==> src/axi_lite_mux_pkg.sv <==
// AXI4-Lite mux package: port count, outstanding limit and channel field types
package axi_lite_mux_pkg;

  // --------------------------------------------------
  // Sizes
  // --------------------------------------------------
  // Upstream manager ports merged onto one downstream port
  localparam int unsigned NUM_PORTS = 4;
  // Routing FIFO depth, also the outstanding limit per direction
  localparam int unsigned MAX_TRANS = 4;

  localparam int unsigned ADDR_W = 32;
  localparam int unsigned DATA_W = 32;
  localparam int unsigned STRB_W = DATA_W / 8;

  // --------------------------------------------------
  // Channel fields
  // --------------------------------------------------
  typedef logic [ADDR_W-1:0] addr_t;
  typedef logic [DATA_W-1:0] data_t;
  typedef logic [STRB_W-1:0] strb_t;
  typedef logic [2:0]        prot_t;
  typedef logic [1:0]        resp_t;

  // Upstream port index, as stored in the routing FIFOs
  typedef logic [$clog2(NUM_PORTS)-1:0] sel_t;

  // Width of an address beat as arbitrated and spilled, prot above addr
  localparam int unsigned AX_W = ADDR_W + $bits(prot_t);

  // Response codes
  localparam resp_t RESP_OKAY   = 2'b00;
  localparam resp_t RESP_SLVERR = 2'b10;

endpackage

==> src/axi_lite_mux.sv <==
// AXI4-Lite mux top: four upstream manager ports merged onto one downstream port
module axi_lite_mux
  import axi_lite_mux_pkg::*;
(
  input  logic                  clk_i,
  input  logic                  arst_n_i,
  // Upstream write
  input  addr_t [NUM_PORTS-1:0] slv_aw_addr_i,
  input  prot_t [NUM_PORTS-1:0] slv_aw_prot_i,
  input  logic  [NUM_PORTS-1:0] slv_aw_valid_i,
  output logic  [NUM_PORTS-1:0] slv_aw_ready_o,
  input  data_t [NUM_PORTS-1:0] slv_w_data_i,
  input  strb_t [NUM_PORTS-1:0] slv_w_strb_i,
  input  logic  [NUM_PORTS-1:0] slv_w_valid_i,
  output logic  [NUM_PORTS-1:0] slv_w_ready_o,
  output resp_t [NUM_PORTS-1:0] slv_b_resp_o,
  output logic  [NUM_PORTS-1:0] slv_b_valid_o,
  input  logic  [NUM_PORTS-1:0] slv_b_ready_i,
  // Upstream read
  input  addr_t [NUM_PORTS-1:0] slv_ar_addr_i,
  input  prot_t [NUM_PORTS-1:0] slv_ar_prot_i,
  input  logic  [NUM_PORTS-1:0] slv_ar_valid_i,
  output logic  [NUM_PORTS-1:0] slv_ar_ready_o,
  output data_t [NUM_PORTS-1:0] slv_r_data_o,
  output resp_t [NUM_PORTS-1:0] slv_r_resp_o,
  output logic  [NUM_PORTS-1:0] slv_r_valid_o,
  input  logic  [NUM_PORTS-1:0] slv_r_ready_i,
  // Downstream write
  output addr_t                 mst_aw_addr_o,
  output prot_t                 mst_aw_prot_o,
  output logic                  mst_aw_valid_o,
  input  logic                  mst_aw_ready_i,
  output data_t                 mst_w_data_o,
  output strb_t                 mst_w_strb_o,
  output logic                  mst_w_valid_o,
  input  logic                  mst_w_ready_i,
  input  resp_t                 mst_b_resp_i,
  input  logic                  mst_b_valid_i,
  output logic                  mst_b_ready_o,
  // Downstream read
  output addr_t                 mst_ar_addr_o,
  output prot_t                 mst_ar_prot_o,
  output logic                  mst_ar_valid_o,
  input  logic                  mst_ar_ready_i,
  input  data_t                 mst_r_data_i,
  input  resp_t                 mst_r_resp_i,
  input  logic                  mst_r_valid_i,
  output logic                  mst_r_ready_o
);

  // Write and read paths are independent, port names match one to one
  write_mux i_write_mux (.*);

  read_mux i_read_mux (.*);

endmodule

==> src/read_mux.sv <==
// Read path of the mux: AR arbitration gated by R route space, R response routing
module read_mux
  import axi_lite_mux_pkg::*;
(
  input  logic                  clk_i,
  input  logic                  arst_n_i,
  // Upstream managers
  input  addr_t [NUM_PORTS-1:0] slv_ar_addr_i,
  input  prot_t [NUM_PORTS-1:0] slv_ar_prot_i,
  input  logic  [NUM_PORTS-1:0] slv_ar_valid_i,
  output logic  [NUM_PORTS-1:0] slv_ar_ready_o,
  output data_t [NUM_PORTS-1:0] slv_r_data_o,
  output resp_t [NUM_PORTS-1:0] slv_r_resp_o,
  output logic  [NUM_PORTS-1:0] slv_r_valid_o,
  input  logic  [NUM_PORTS-1:0] slv_r_ready_i,
  // Downstream subordinate
  output addr_t                 mst_ar_addr_o,
  output prot_t                 mst_ar_prot_o,
  output logic                  mst_ar_valid_o,
  input  logic                  mst_ar_ready_i,
  input  data_t                 mst_r_data_i,
  input  resp_t                 mst_r_resp_i,
  input  logic                  mst_r_valid_i,
  output logic                  mst_r_ready_o
);

  logic [NUM_PORTS-1:0][AX_W-1:0] slv_ar_chans;
  logic [AX_W-1:0] ar_chan, mst_ar_chan;
  sel_t ar_sel, r_sel;
  logic ar_req, ar_gnt;
  logic ar_spill_valid, ar_spill_ready;
  logic r_fifo_push, r_fifo_pop, r_fifo_full, r_fifo_empty;

  // --------------------------------------------------
  // AR channel
  // --------------------------------------------------
  for (genvar i = 0; i < NUM_PORTS; i++) begin : gen_ar_chans
    assign slv_ar_chans[i] = {slv_ar_prot_i[i], slv_ar_addr_i[i]};
  end

  rr_arbiter #(
    .WIDTH ( AX_W )
  ) i_ar_arbiter (
    .clk_i    ( clk_i          ),
    .arst_n_i ( arst_n_i       ),
    .req_i    ( slv_ar_valid_i ),
    .gnt_o    ( slv_ar_ready_o ),
    .data_i   ( slv_ar_chans   ),
    .req_o    ( ar_req         ),
    .gnt_i    ( ar_gnt         ),
    .data_o   ( ar_chan        ),
    .idx_o    ( ar_sel         )
  );

  // Handshake only with R route space, push on the same edge
  // R cannot return before AR leaves, so no valid lock
  assign ar_spill_valid = ~r_fifo_full & ar_req;
  assign ar_gnt         = ~r_fifo_full & ar_spill_ready;
  assign r_fifo_push    = ar_spill_valid & ar_spill_ready;

  spill_register #(
    .WIDTH ( AX_W )
  ) i_ar_spill (
    .clk_i    ( clk_i          ),
    .arst_n_i ( arst_n_i       ),
    .valid_i  ( ar_spill_valid ),
    .ready_o  ( ar_spill_ready ),
    .data_i   ( ar_chan        ),
    .valid_o  ( mst_ar_valid_o ),
    .ready_i  ( mst_ar_ready_i ),
    .data_o   ( mst_ar_chan    )
  );

  assign {mst_ar_prot_o, mst_ar_addr_o} = mst_ar_chan;

  route_fifo #(
    .DEPTH ( MAX_TRANS )
  ) i_r_fifo (
    .clk_i    ( clk_i        ),
    .arst_n_i ( arst_n_i     ),
    .push_i   ( r_fifo_push  ),
    .data_i   ( ar_sel       ),
    .pop_i    ( r_fifo_pop   ),
    .data_o   ( r_sel        ),
    .full_o   ( r_fifo_full  ),
    .empty_o  ( r_fifo_empty )
  );

  // --------------------------------------------------
  // R channel
  // --------------------------------------------------
  // Data and response fan out, valid only to the head port
  for (genvar i = 0; i < NUM_PORTS; i++) begin : gen_r_resp
    assign slv_r_data_o[i]  = mst_r_data_i;
    assign slv_r_resp_o[i]  = mst_r_resp_i;
    assign slv_r_valid_o[i] = mst_r_valid_i & ~r_fifo_empty & (r_sel == sel_t'(i));
  end

  assign mst_r_ready_o = ~r_fifo_empty & slv_r_ready_i[r_sel];
  assign r_fifo_pop    = mst_r_valid_i & mst_r_ready_o;

endmodule

==> src/route_fifo.sv <==
// Routing FIFO: keeps upstream port indices in arrival order for response steering
module route_fifo
  import axi_lite_mux_pkg::*;
#(
  parameter int unsigned DEPTH = 4
) (
  input  logic clk_i,
  input  logic arst_n_i,
  input  logic push_i,
  input  sel_t data_i,
  input  logic pop_i,
  output sel_t data_o,
  output logic full_o,
  output logic empty_o
);

  // Circular buffer storage
  sel_t                       mem_q [DEPTH];
  logic [$clog2(DEPTH)-1:0]   wr_ptr_q, rd_ptr_q;
  logic [$clog2(DEPTH+1)-1:0] count_q;
  logic                       do_push, do_pop;

  assign full_o  = (count_q == ($clog2(DEPTH+1))'(DEPTH));
  assign empty_o = (count_q == '0);
  // Head is registered, a push shows one cycle later
  assign data_o  = mem_q[rd_ptr_q];

  // Ignore push when full and pop when empty
  assign do_push = push_i & ~full_o;
  assign do_pop  = pop_i & ~empty_o;

  always_ff @(posedge clk_i or negedge arst_n_i) begin
    if (!arst_n_i) begin
      wr_ptr_q <= '0;
      rd_ptr_q <= '0;
      count_q  <= '0;
    end else begin
      if (do_push) begin
        if (wr_ptr_q == ($clog2(DEPTH))'(DEPTH - 1)) begin
          wr_ptr_q <= '0;
        end else begin
          wr_ptr_q <= wr_ptr_q + 1'b1;
        end
      end
      if (do_pop) begin
        if (rd_ptr_q == ($clog2(DEPTH))'(DEPTH - 1)) begin
          rd_ptr_q <= '0;
        end else begin
          rd_ptr_q <= rd_ptr_q + 1'b1;
        end
      end
      // Occupancy, unchanged on simultaneous push and pop
      if (do_push && !do_pop) begin
        count_q <= count_q + 1'b1;
      end else if (do_pop && !do_push) begin
        count_q <= count_q - 1'b1;
      end
    end
  end

  always_ff @(posedge clk_i) begin
    if (do_push) begin
      mem_q[wr_ptr_q] <= data_i;
    end
  end

endmodule

==> src/rr_arbiter.sv <==
// Round-robin arbiter with lock-in, picks one upstream request and its payload
module rr_arbiter
  import axi_lite_mux_pkg::*;
#(
  parameter int unsigned WIDTH = AX_W
) (
  input  logic                              clk_i,
  input  logic                              arst_n_i,
  input  logic [NUM_PORTS-1:0]              req_i,
  output logic [NUM_PORTS-1:0]              gnt_o,
  input  logic [NUM_PORTS-1:0][WIDTH-1:0]   data_i,
  output logic                              req_o,
  input  logic                              gnt_i,
  output logic [WIDTH-1:0]                  data_o,
  output sel_t                              idx_o
);

  // Search start, one past the last winner
  sel_t ptr_q;
  // Held decision while the downstream stalls
  logic lock_q;
  sel_t lock_idx_q;
  sel_t search_idx, cand, idx;
  logic found;

  // --------------------------------------------------
  // Decision
  // --------------------------------------------------
  // First requester at or after the pointer
  always_comb begin
    found      = 1'b0;
    search_idx = ptr_q;
    cand       = ptr_q;
    for (int i = 0; i < NUM_PORTS; i++) begin
      cand = sel_t'((int'(ptr_q) + i) % NUM_PORTS);
      if (!found && req_i[cand]) begin
        found      = 1'b1;
        search_idx = cand;
      end
    end
  end

  // Locked index wins, payload must not change under a pending request
  assign idx    = lock_q ? lock_idx_q : search_idx;
  assign idx_o  = idx;
  assign req_o  = req_i[idx];
  assign data_o = data_i[idx];

  // Grant back to the winning port only
  always_comb begin
    gnt_o      = '0;
    gnt_o[idx] = req_o & gnt_i;
  end

  // --------------------------------------------------
  // State
  // --------------------------------------------------
  always_ff @(posedge clk_i or negedge arst_n_i) begin
    if (!arst_n_i) begin
      ptr_q      <= '0;
      lock_q     <= 1'b0;
      lock_idx_q <= '0;
    end else begin
      // Lock while valid without handshake
      lock_q     <= req_o & ~gnt_i;
      lock_idx_q <= idx;
      // Move past the winner on its handshake
      if (req_o && gnt_i) begin
        ptr_q <= sel_t'((int'(idx) + 1) % NUM_PORTS);
      end
    end
  end

endmodule

==> src/spill_register.sv <==
// Spill register: two-slot valid/ready slice that cuts every combinational path
module spill_register #(
  parameter int unsigned WIDTH = 8
) (
  input  logic             clk_i,
  input  logic             arst_n_i,
  input  logic             valid_i,
  output logic             ready_o,
  input  logic [WIDTH-1:0] data_i,
  output logic             valid_o,
  input  logic             ready_i,
  output logic [WIDTH-1:0] data_o
);

  // Slot A takes new input, slot B holds a stalled beat
  logic             a_full_q, b_full_q;
  logic [WIDTH-1:0] a_data_q, b_data_q;
  logic             a_fill, a_drain, b_fill, b_drain;

  // Input beat lands in A
  assign a_fill  = valid_i & ready_o;
  // A leaves every cycle B is free, either downstream or into B
  assign a_drain = a_full_q & ~b_full_q;
  // Output stalled, park the A beat in B
  assign b_fill  = a_drain & ~ready_i;
  assign b_drain = b_full_q & ready_i;

  // Register state only, no path from ready_i
  assign ready_o = ~a_full_q | ~b_full_q;
  assign valid_o = a_full_q | b_full_q;
  // B is always the older beat
  assign data_o  = b_full_q ? b_data_q : a_data_q;

  always_ff @(posedge clk_i or negedge arst_n_i) begin
    if (!arst_n_i) begin
      a_full_q <= 1'b0;
      b_full_q <= 1'b0;
    end else begin
      if (a_fill || a_drain) begin
        a_full_q <= a_fill;
      end
      if (b_fill || b_drain) begin
        b_full_q <= b_fill;
      end
    end
  end

  // Payload slots
  always_ff @(posedge clk_i) begin
    if (a_fill) begin
      a_data_q <= data_i;
    end
    if (b_fill) begin
      b_data_q <= a_data_q;
    end
  end

endmodule

==> src/write_mux.sv <==
// Write path of the mux: AW arbitration, W steering and B response routing
module write_mux
  import axi_lite_mux_pkg::*;
(
  input  logic                  clk_i,
  input  logic                  arst_n_i,
  // Upstream managers
  input  addr_t [NUM_PORTS-1:0] slv_aw_addr_i,
  input  prot_t [NUM_PORTS-1:0] slv_aw_prot_i,
  input  logic  [NUM_PORTS-1:0] slv_aw_valid_i,
  output logic  [NUM_PORTS-1:0] slv_aw_ready_o,
  input  data_t [NUM_PORTS-1:0] slv_w_data_i,
  input  strb_t [NUM_PORTS-1:0] slv_w_strb_i,
  input  logic  [NUM_PORTS-1:0] slv_w_valid_i,
  output logic  [NUM_PORTS-1:0] slv_w_ready_o,
  output resp_t [NUM_PORTS-1:0] slv_b_resp_o,
  output logic  [NUM_PORTS-1:0] slv_b_valid_o,
  input  logic  [NUM_PORTS-1:0] slv_b_ready_i,
  // Downstream subordinate
  output addr_t                 mst_aw_addr_o,
  output prot_t                 mst_aw_prot_o,
  output logic                  mst_aw_valid_o,
  input  logic                  mst_aw_ready_i,
  output data_t                 mst_w_data_o,
  output strb_t                 mst_w_strb_o,
  output logic                  mst_w_valid_o,
  input  logic                  mst_w_ready_i,
  input  resp_t                 mst_b_resp_i,
  input  logic                  mst_b_valid_i,
  output logic                  mst_b_ready_o
);

  logic [NUM_PORTS-1:0][AX_W-1:0] slv_aw_chans;
  logic [AX_W-1:0] aw_chan, mst_aw_chan;
  sel_t aw_sel, w_sel, b_sel;
  logic aw_req, aw_gnt;
  logic aw_spill_valid, aw_spill_ready;
  // Set once the AW index is in the W FIFO but the spill stage stalled
  logic lock_aw_d, lock_aw_q;
  logic w_fifo_push, w_fifo_pop, w_fifo_full, w_fifo_empty;
  logic b_fifo_pop, b_fifo_full, b_fifo_empty;
  logic w_route_ok;

  // --------------------------------------------------
  // AW channel
  // --------------------------------------------------
  for (genvar i = 0; i < NUM_PORTS; i++) begin : gen_aw_chans
    assign slv_aw_chans[i] = {slv_aw_prot_i[i], slv_aw_addr_i[i]};
  end

  rr_arbiter #(
    .WIDTH ( AX_W )
  ) i_aw_arbiter (
    .clk_i    ( clk_i          ),
    .arst_n_i ( arst_n_i       ),
    .req_i    ( slv_aw_valid_i ),
    .gnt_o    ( slv_aw_ready_o ),
    .data_i   ( slv_aw_chans   ),
    .req_o    ( aw_req         ),
    .gnt_i    ( aw_gnt         ),
    .data_o   ( aw_chan        ),
    .idx_o    ( aw_sel         )
  );

  // Push the W route once per AW, hold valid until the spill stage takes it
  always_comb begin
    lock_aw_d      = lock_aw_q;
    w_fifo_push    = 1'b0;
    aw_spill_valid = 1'b0;
    aw_gnt         = 1'b0;
    if (lock_aw_q) begin
      aw_spill_valid = 1'b1;
      if (aw_spill_ready) begin
        aw_gnt    = 1'b1;
        lock_aw_d = 1'b0;
      end
    end else if (aw_req && !w_fifo_full) begin
      aw_spill_valid = 1'b1;
      w_fifo_push    = 1'b1;
      if (aw_spill_ready) begin
        aw_gnt = 1'b1;
      end else begin
        lock_aw_d = 1'b1;
      end
    end
  end

  always_ff @(posedge clk_i or negedge arst_n_i) begin
    if (!arst_n_i) begin
      lock_aw_q <= 1'b0;
    end else begin
      lock_aw_q <= lock_aw_d;
    end
  end

  spill_register #(
    .WIDTH ( AX_W )
  ) i_aw_spill (
    .clk_i    ( clk_i          ),
    .arst_n_i ( arst_n_i       ),
    .valid_i  ( aw_spill_valid ),
    .ready_o  ( aw_spill_ready ),
    .data_i   ( aw_chan        ),
    .valid_o  ( mst_aw_valid_o ),
    .ready_i  ( mst_aw_ready_i ),
    .data_o   ( mst_aw_chan    )
  );

  assign {mst_aw_prot_o, mst_aw_addr_o} = mst_aw_chan;

  route_fifo #(
    .DEPTH ( MAX_TRANS )
  ) i_w_fifo (
    .clk_i    ( clk_i        ),
    .arst_n_i ( arst_n_i     ),
    .push_i   ( w_fifo_push  ),
    .data_i   ( aw_sel       ),
    .pop_i    ( w_fifo_pop   ),
    .data_o   ( w_sel        ),
    .full_o   ( w_fifo_full  ),
    .empty_o  ( w_fifo_empty )
  );

  // --------------------------------------------------
  // W channel
  // --------------------------------------------------
  // Route known and room for the B route
  assign w_route_ok    = ~w_fifo_empty & ~b_fifo_full;
  assign mst_w_data_o  = slv_w_data_i[w_sel];
  assign mst_w_strb_o  = slv_w_strb_i[w_sel];
  assign mst_w_valid_o = w_route_ok & slv_w_valid_i[w_sel];
  assign w_fifo_pop    = mst_w_valid_o & mst_w_ready_i;

  for (genvar i = 0; i < NUM_PORTS; i++) begin : gen_w_ready
    assign slv_w_ready_o[i] = mst_w_ready_i & w_route_ok & (w_sel == sel_t'(i));
  end

  // Each W beat sent records where its B goes
  route_fifo #(
    .DEPTH ( MAX_TRANS )
  ) i_b_fifo (
    .clk_i    ( clk_i        ),
    .arst_n_i ( arst_n_i     ),
    .push_i   ( w_fifo_pop   ),
    .data_i   ( w_sel        ),
    .pop_i    ( b_fifo_pop   ),
    .data_o   ( b_sel        ),
    .full_o   ( b_fifo_full  ),
    .empty_o  ( b_fifo_empty )
  );

  // --------------------------------------------------
  // B channel
  // --------------------------------------------------
  for (genvar i = 0; i < NUM_PORTS; i++) begin : gen_b_resp
    assign slv_b_resp_o[i]  = mst_b_resp_i;
    assign slv_b_valid_o[i] = mst_b_valid_i & ~b_fifo_empty & (b_sel == sel_t'(i));
  end

  assign mst_b_ready_o = ~b_fifo_empty & slv_b_ready_i[b_sel];
  assign b_fifo_pop    = mst_b_valid_i & mst_b_ready_o;

endmodule
==> config.mk <==
export PLATFORM = sky130hd
export DESIGN_NAME = axi_lite_mux
export DESIGN_NICKNAME = d
export VERILOG_FILES = /design/src/axi_lite_mux_pkg.sv /design/src/axi_lite_mux.sv /design/src/read_mux.sv /design/src/route_fifo.sv /design/src/rr_arbiter.sv /design/src/spill_register.sv /design/src/write_mux.sv
export SDC_FILE = /design/constraint.sdc
export NUM_CORES = 1
export LEC_CHECK = 0
export BUFFER_PORTS_ARGS = -buffer_cell sky130_fd_sc_hd__buf_4
export CAP_MARGIN = 0
export CORE_AREA = 2 2 296 298
export DETAILED_ROUTE_END_ITERATION = 8
export DIE_AREA = 0 0 298 300
export HOLD_SLACK_MARGIN = 0.15
export PLACE_DENSITY = 0.43
export SETUP_SLACK_MARGIN = 0.4
export SLEW_MARGIN = 10
export SYNTH_ARGS = -nofsm -noshare
export SYNTH_HDL_FRONTEND = slang
export SYNTH_SLANG_ARGS = --single-unit
==> constraint.sdc <==
create_clock -name clk_i -period 6.9 [get_ports clk_i]
set_input_delay 1.38 -clock clk_i [delete_from_list [all_inputs] [get_ports clk_i]]
set_output_delay 1.38 -clock clk_i [all_outputs]
set_load 0.1 [all_outputs]
==> metrics.cfg, run 1 <==
[run_status]
outcome=complete, no violations

[clocking]
cts_root_buffer=clkbuf_16
postCtsHoldBufs=0
cts.sinks=200
cts_buffer_depth=2
numCtsBuffers=17
post_cts_buffers=0
cts_resized=0
clock_latency_ns=0.49
path_clk_slew_ns=0.10
cts_tree=done
h-tree-depth=4

[logic_synthesis]
yosysTopAreaCell=edfxtp_1
synthTopCellsByArea=edfxtp_1, mux2i_1, buf_4, mux4_2, dfrtp_1
synthTopCellsByCount=mux2i_1, edfxtp_1, buf_4
synthArstFlopShare_pct=18.0
synth-seq-cells=200
avgSynthCellArea_sq_um=13.5
synth_warnings=0
netlist_instances=931
synth_edf_count=164
synth_cell_types=49
syn_area_sq_um=12600
synth_ff_type=edfxtp_1
yosysMostFrequentCell=mux2i_1
synth_top_area_share_pct=39.1
syn_nets=1447
ys_seq_area_share_pct=46.2

[timing]
tns_ns=0
hold-worst-slack_ns=0.446
slew_viol_final=0
setup_viol=0
slew_headroom_pct=36.7
period_share_pct=73.0
skew_ns=0.0192
fmax_mhz=199
rsz0062_at_grt=no
hold_viol_final=0
finalCriticalPeriod_ns=5.04
worstMarginPinSlew_ns=0.949

[floorplanning]
die_x_microns=298
start_util_pct=14.6
design.die.area_sq_um=89400
die-height_microns=300
rows=108
io_pins=762
core_sq_um=86200

[global_routing]
grt-ovfl-total=0
grt_pass1_wl_microns=62300
grt_usage_pct=9.35
antenna_found_initial=2
grt_max_degree=55
grt_pass1_vias=9479

[critical_path]
cp_max_fo=9
critPathArrivalTime_ns=3.66
cp-end-kind=primary output
worstPathRequired_ns=5.52
critical_path_class=primary input to primary output
critPathLaunchType=primary input

[drt]
via_per_inst=3.56
drc_errors=0
drt-total-wl_microns=43400
routed-via-count=8994
wl_per_cell_microns=17.2
drt_first_pass_iters=6
initialDrtViolationCount=334
drt.antenna.violating_nets=0

[job]
maxCapViolations=0

[final_layout]
nFillCells=9428
drive_above_1_share_pct=55.8
finish.utilization_pct=20.8
syn2layout_area_growth_pct=42.1
final_nets=1873

[placement]
dp_hpwl_microns=35200
gp_congestion=0.812
portBuffers=581

[min_path]
hp-class=register to register

-- per-layer routing --
layer	routed length, microns	global-route usage (%)	up-vias
li1	-	-	4198
met3	2070	2.46	49
met1	18300	11.6	4496
met4	801	3.23	0
met2	22200	15.7	251
met5	0	0	-
-- area by class of cell --
type / instances / area (sq um) / area share [%]
inverters: 18 / 72.6 / 0.405
diodes: 1 / 2.50 / 0.0140
multi-input cells: 526 / 5450 / 30.4
repair buffers: 594 / 4460 / 24.9
clock buffers: 17 / 425 / 2.37
clock inverters: 15 / 231 / 1.29
flip-flops and latches: 200 / 5830 / 32.5
well taps: 1155 / 1450 / 8.07
-- registers in the layout (all words and copies together), names as in the netlist, 3 cells and up --
name                             cells
i_read_mux.i_ar_spill.a_data_q      35
i_read_mux.i_ar_spill.b_data_q      35
i_write_mux.i_aw_spill.a_data_q     35
i_write_mux.i_aw_spill.b_data_q     35
i_read_mux.i_r_fifo.mem_q            8
i_write_mux.i_b_fifo.mem_q           8
i_write_mux.i_w_fifo.mem_q           8
i_read_mux.i_r_fifo.count_q          3
i_write_mux.i_b_fifo.count_q         3
i_write_mux.i_w_fifo.count_q         3
-- path summary, 6_finish.rpt --
kind,from,endpoint,slack (ns),cells past startpoint
worst min register to register,i_read_mux.i_ar_spill.a_data_q[23],i_read_mux.i_ar_spill.b_data_q[23],0.45,0
worst max register to register,i_write_mux.i_w_fifo.rd_ptr_q[0],i_write_mux.i_w_fifo.count_q[2],2.74,11
worst max-delay path,slv_aw_valid_i[1],slv_aw_ready_o[0],1.86,8
min in group asynchronous,arst_n_i,i_read_mux.i_ar_spill.b_full_q,0.88,1
max in group asynchronous,arst_n_i,i_write_mux.i_aw_spill.b_full_q,5.58,1
worst min-delay path,i_read_mux.i_ar_spill.a_data_q[23],i_read_mux.i_ar_spill.b_data_q[23],0.45,0
-- worst max-delay path, cell delays in order --
cell      delay, ns
buf_4          0.13
nor2b_1        0.19
o221ai_1       0.19
o21ai_2        0.47
mux2i_1        0.29
a211oi_2       0.49
and2_1         0.21
buf_4          0.29
-- cell families (layout without fill, tap and decap cells) --
logic type	count (synthesis)	count (layout)	share of synthesized area (%)
fa+ha+maj	29	29	3.06
buf+inv	205	644	10.8
simple gates	104	104	4.42
mux	341	341	32.4
flops	200	200	46.2
compound gates	43	43	2.54
other cells	0	1	0
xor+xnor	9	9	0.625
-- cell usage in the layout, fill, tap and decap left out, types with 18 or more instances in the layout --
cell type | Yosys | final
mux2_2 | 79 | 79
ha_1 | 26 | 26
dfrtp_1 | 36 | 35
edfxtp_1 | 164 | 164
and2_1 | 21 | 21
buf_4 | 144 | 594
nand2_1 | 18 | 18
mux2i_1 | 213 | 213
mux4_2 | 45 | 44
nor2_1 | 19 | 19
-- metrics by stage --
| stage | setup slack (ns) | area [sq um] | instances |
|---|---|---|---|
| 2_1_floorplan | 1.73 | 12600 | 931 |
| 3_3_place_gp | 1.99 | 17300 | 2493 |
| 3_5_place_dp | 1.88 | 17300 | 2493 |
| 4_1_cts | 1.88 | 17900 | 2525 |
| 5_1_grt | 1.69 | 17900 | 2525 |
| 6_report | 1.86 | 17900 | 2526 |
Power of run 1 is left out: the tool's default activity adds up to more than one toggle a clock period on the data nets, which glitch-free logic cannot reach.
==> run 2: changes to the inputs <==
--- a/config.mk
+++ b/config.mk
@@ -5,11 +5,12 @@
 export SDC_FILE = /design/constraint.sdc
 export NUM_CORES = 1
 export LEC_CHECK = 0
+export ABC_AREA = 1
 export BUFFER_PORTS_ARGS = -buffer_cell sky130_fd_sc_hd__buf_4
 export CAP_MARGIN = 0
-export CORE_AREA = 2 2 296 298
+export CORE_AREA = 2 2 298 300
 export DETAILED_ROUTE_END_ITERATION = 8
-export DIE_AREA = 0 0 298 300
+export DIE_AREA = 0 0 300 302
 export HOLD_SLACK_MARGIN = 0.15
 export PLACE_DENSITY = 0.43
 export SETUP_SLACK_MARGIN = 0.4
==> constraint.sdc (replaced) <==
create_clock -name clk_i -period 4.7 [get_ports clk_i]
set_input_delay 0.94 -clock clk_i [delete_from_list [all_inputs] [get_ports clk_i]]
set_output_delay 0.94 -clock clk_i [all_outputs]
set_load 0.1 [all_outputs]
==> metrics.cfg, run 2 <==
[run_status]
outcome=complete, no violations

[drt]
drt.antenna.violating_nets=0
initialDrtViolationCount=723
routed-via-count=12000
via_per_inst=3.84
drt-total-wl_microns=56400
drc_errors=0
wl_per_cell_microns=18.0
drt_first_pass_iters=7

[final_layout]
final_cell_mix=buf_4, nand2_1, edfxtp_1, nor2_1, o21ai_0
syn2layout_area_growth_pct=41.4
nFillCells=9835
final_cell_count_no_fill=3132
final_nets=2469
drive_above_1_share_pct=35.2
finish.utilization_pct=20.6
final_common_cell=buf_4

[floorplanning]
rows=109
io_pins=762
design.die.area_sq_um=90600
die-height_microns=302
start_util_pct=14.6
core_sq_um=87600
die_x_microns=300

[timing]
tns_ns=0
slew_viol_final=0
setup_viol=0
skew_ns=0.0228
hold-worst-slack_ns=0.444
slew_headroom_pct=28.8
rsz0062_at_grt=yes
worstMarginPinSlew_ns=1.06
period_share_pct=86.2
hold_viol_final=0
fmax_mhz=247
finalCriticalPeriod_ns=4.05

[clocking]
post_cts_buffers=0
path_clk_slew_ns=0.08
cts_buffer_depth=2
cts_root_buffer=clkbuf_16
postCtsHoldBufs=0
cts.sinks=200
clock_latency_ns=0.48
h-tree-depth=4
numCtsBuffers=17
cts_tree=done

[logic_synthesis]
ys_seq_area_share_pct=45.6
synth_cell_types=42
synth_warnings=0
synthTopCellsByCount=nand2_1, edfxtp_1, buf_4
synth_edf_count=164
syn_area_sq_um=12800
yosysTopAreaCell=edfxtp_1
netlist_instances=1548
synth_top_area_share_pct=38.5
synthArstFlopShare_pct=18.0
yosysMostFrequentCell=nand2_1
synth_ff_type=edfxtp_1
syn_nets=2064
avgSynthCellArea_sq_um=8.26
synthTopCellsByArea=edfxtp_1, nand2_1, buf_4, dfrtp_1, o21ai_0
synth-seq-cells=200

[global_routing]
grt_max_degree=68
grt_pass1_wl_microns=78800
grt_pass1_vias=11700
grt_usage_pct=11.9
grt-ovfl-total=0
antenna_found_initial=6

[job]
maxCapViolations=0

[critical_path]
cp-end-kind=primary output
worstPathRequired_ns=3.76
cp_max_fo=15
critical_path_class=primary input to primary output
critPathLaunchType=primary input
critPathArrivalTime_ns=3.11

[placement]
dp_hpwl_microns=45300
portBuffers=581
gp_congestion=0.895
dp_cells=3099

[min_path]
hp-class=register to register

[run 2: cell count changes after synthesis, sizes merged, moves of 20 or more]
cell and delta:
mux2i -213, mux2 -81, inv +70, a22oi +36, clkbuf +34, mux4 -45
nand2 +380, o22ai +35, o211ai +34, or2 +34, nand3 +106, o21ai +151
nor2 +128, and2 -20
[run 2: worst max-delay path: stages]
cell and delay (ns):
buf_4 0.11, inv_1 0.07, o21ai_2 0.06, o21ai_0 0.27
inv_1 0.06, o21ai_0 0.15, nand2_1 0.08, nand2_1 0.06
nand2_1 0.05, nand2_1 0.05, nand2_1 0.05, nand2_2 0.19
inv_2 0.06, nand2_2 0.14, nand3_4 0.25, nor2_2 0.18
buf_4 0.31
[run 2: final timing paths]
| check | startpoint | to | slack [ns] | cells past startpoint |
|---|---|---|---|---|
| worst max register to register | i_write_mux.i_w_fifo.rd_ptr_q[0] | i_write_mux.i_b_fifo.count_q[2] | 1.17 | 15 |
| worst max-delay path | slv_ar_valid_i[0] | slv_ar_ready_o[0] | 0.65 | 17 |
| worst min register to register | i_read_mux.i_ar_spill.a_data_q[12] | i_read_mux.i_ar_spill.b_data_q[12] | 0.44 | 0 |
| max in group asynchronous | arst_n_i | i_read_mux.i_ar_arbiter.ptr_q[0] | 3.83 | 1 |
| worst min-delay path | i_read_mux.i_ar_spill.a_data_q[12] | i_read_mux.i_ar_spill.b_data_q[12] | 0.44 | 0 |
| min in group asynchronous | arst_n_i | i_write_mux.i_b_fifo.wr_ptr_q[1] | 0.45 | 1 |
[run 2: area by class of cell]
cell class | instances | area, sq um | share of cell area (%)
clock inverters | 15 | 183 | 1.01
diodes | 1 | 2.50 | 0.0138
inverters | 87 | 329 | 1.82
flip-flops and latches | 200 | 5830 | 32.2
repair buffers | 608 | 4610 | 25.5
well taps | 1165 | 1460 | 8.06
multi-input cells | 1039 | 5240 | 29.0
clock buffers | 17 | 425 | 2.35
[run 2: timing repair]
action                                 CTS  global route
resized for setup                        1             5
cloned                                   0             0
endpoints found under the hold margin    0             0
setup endpoints to repair                1             8
[run 2: cell families (layout without fill, tap and decap cells)]
group	after synthesis	count (layout)	synth area share (%)
AOI/OAI and AO/OA	288	288	13.4
and+or+nand+nor	713	713	23.4
xor gates and xnor gates	7	7	0.538
other	0	1	0
buffers and inverters	309	727	13.8
DFF	200	200	45.6
adders and majority gates	29	29	3.02
muxes	2	2	0.176
[run 2: routing by layer]
layer	track usage, %	wire [microns]
met1	17.3	27400
met2	16.9	24500
met3	3.58	3630
met4	3.24	836
met5	0	32
[run 2: stage by stage]
stage               area [sq um]  setup WS (ns)
CTS                        18100          0.511
floorplan                  12800          0.427
global placement           17500          0.607
global route               18100          0.376
finish                     18100          0.646
detailed placement         17500          0.615
Power of run 2 is left out for the same reason.
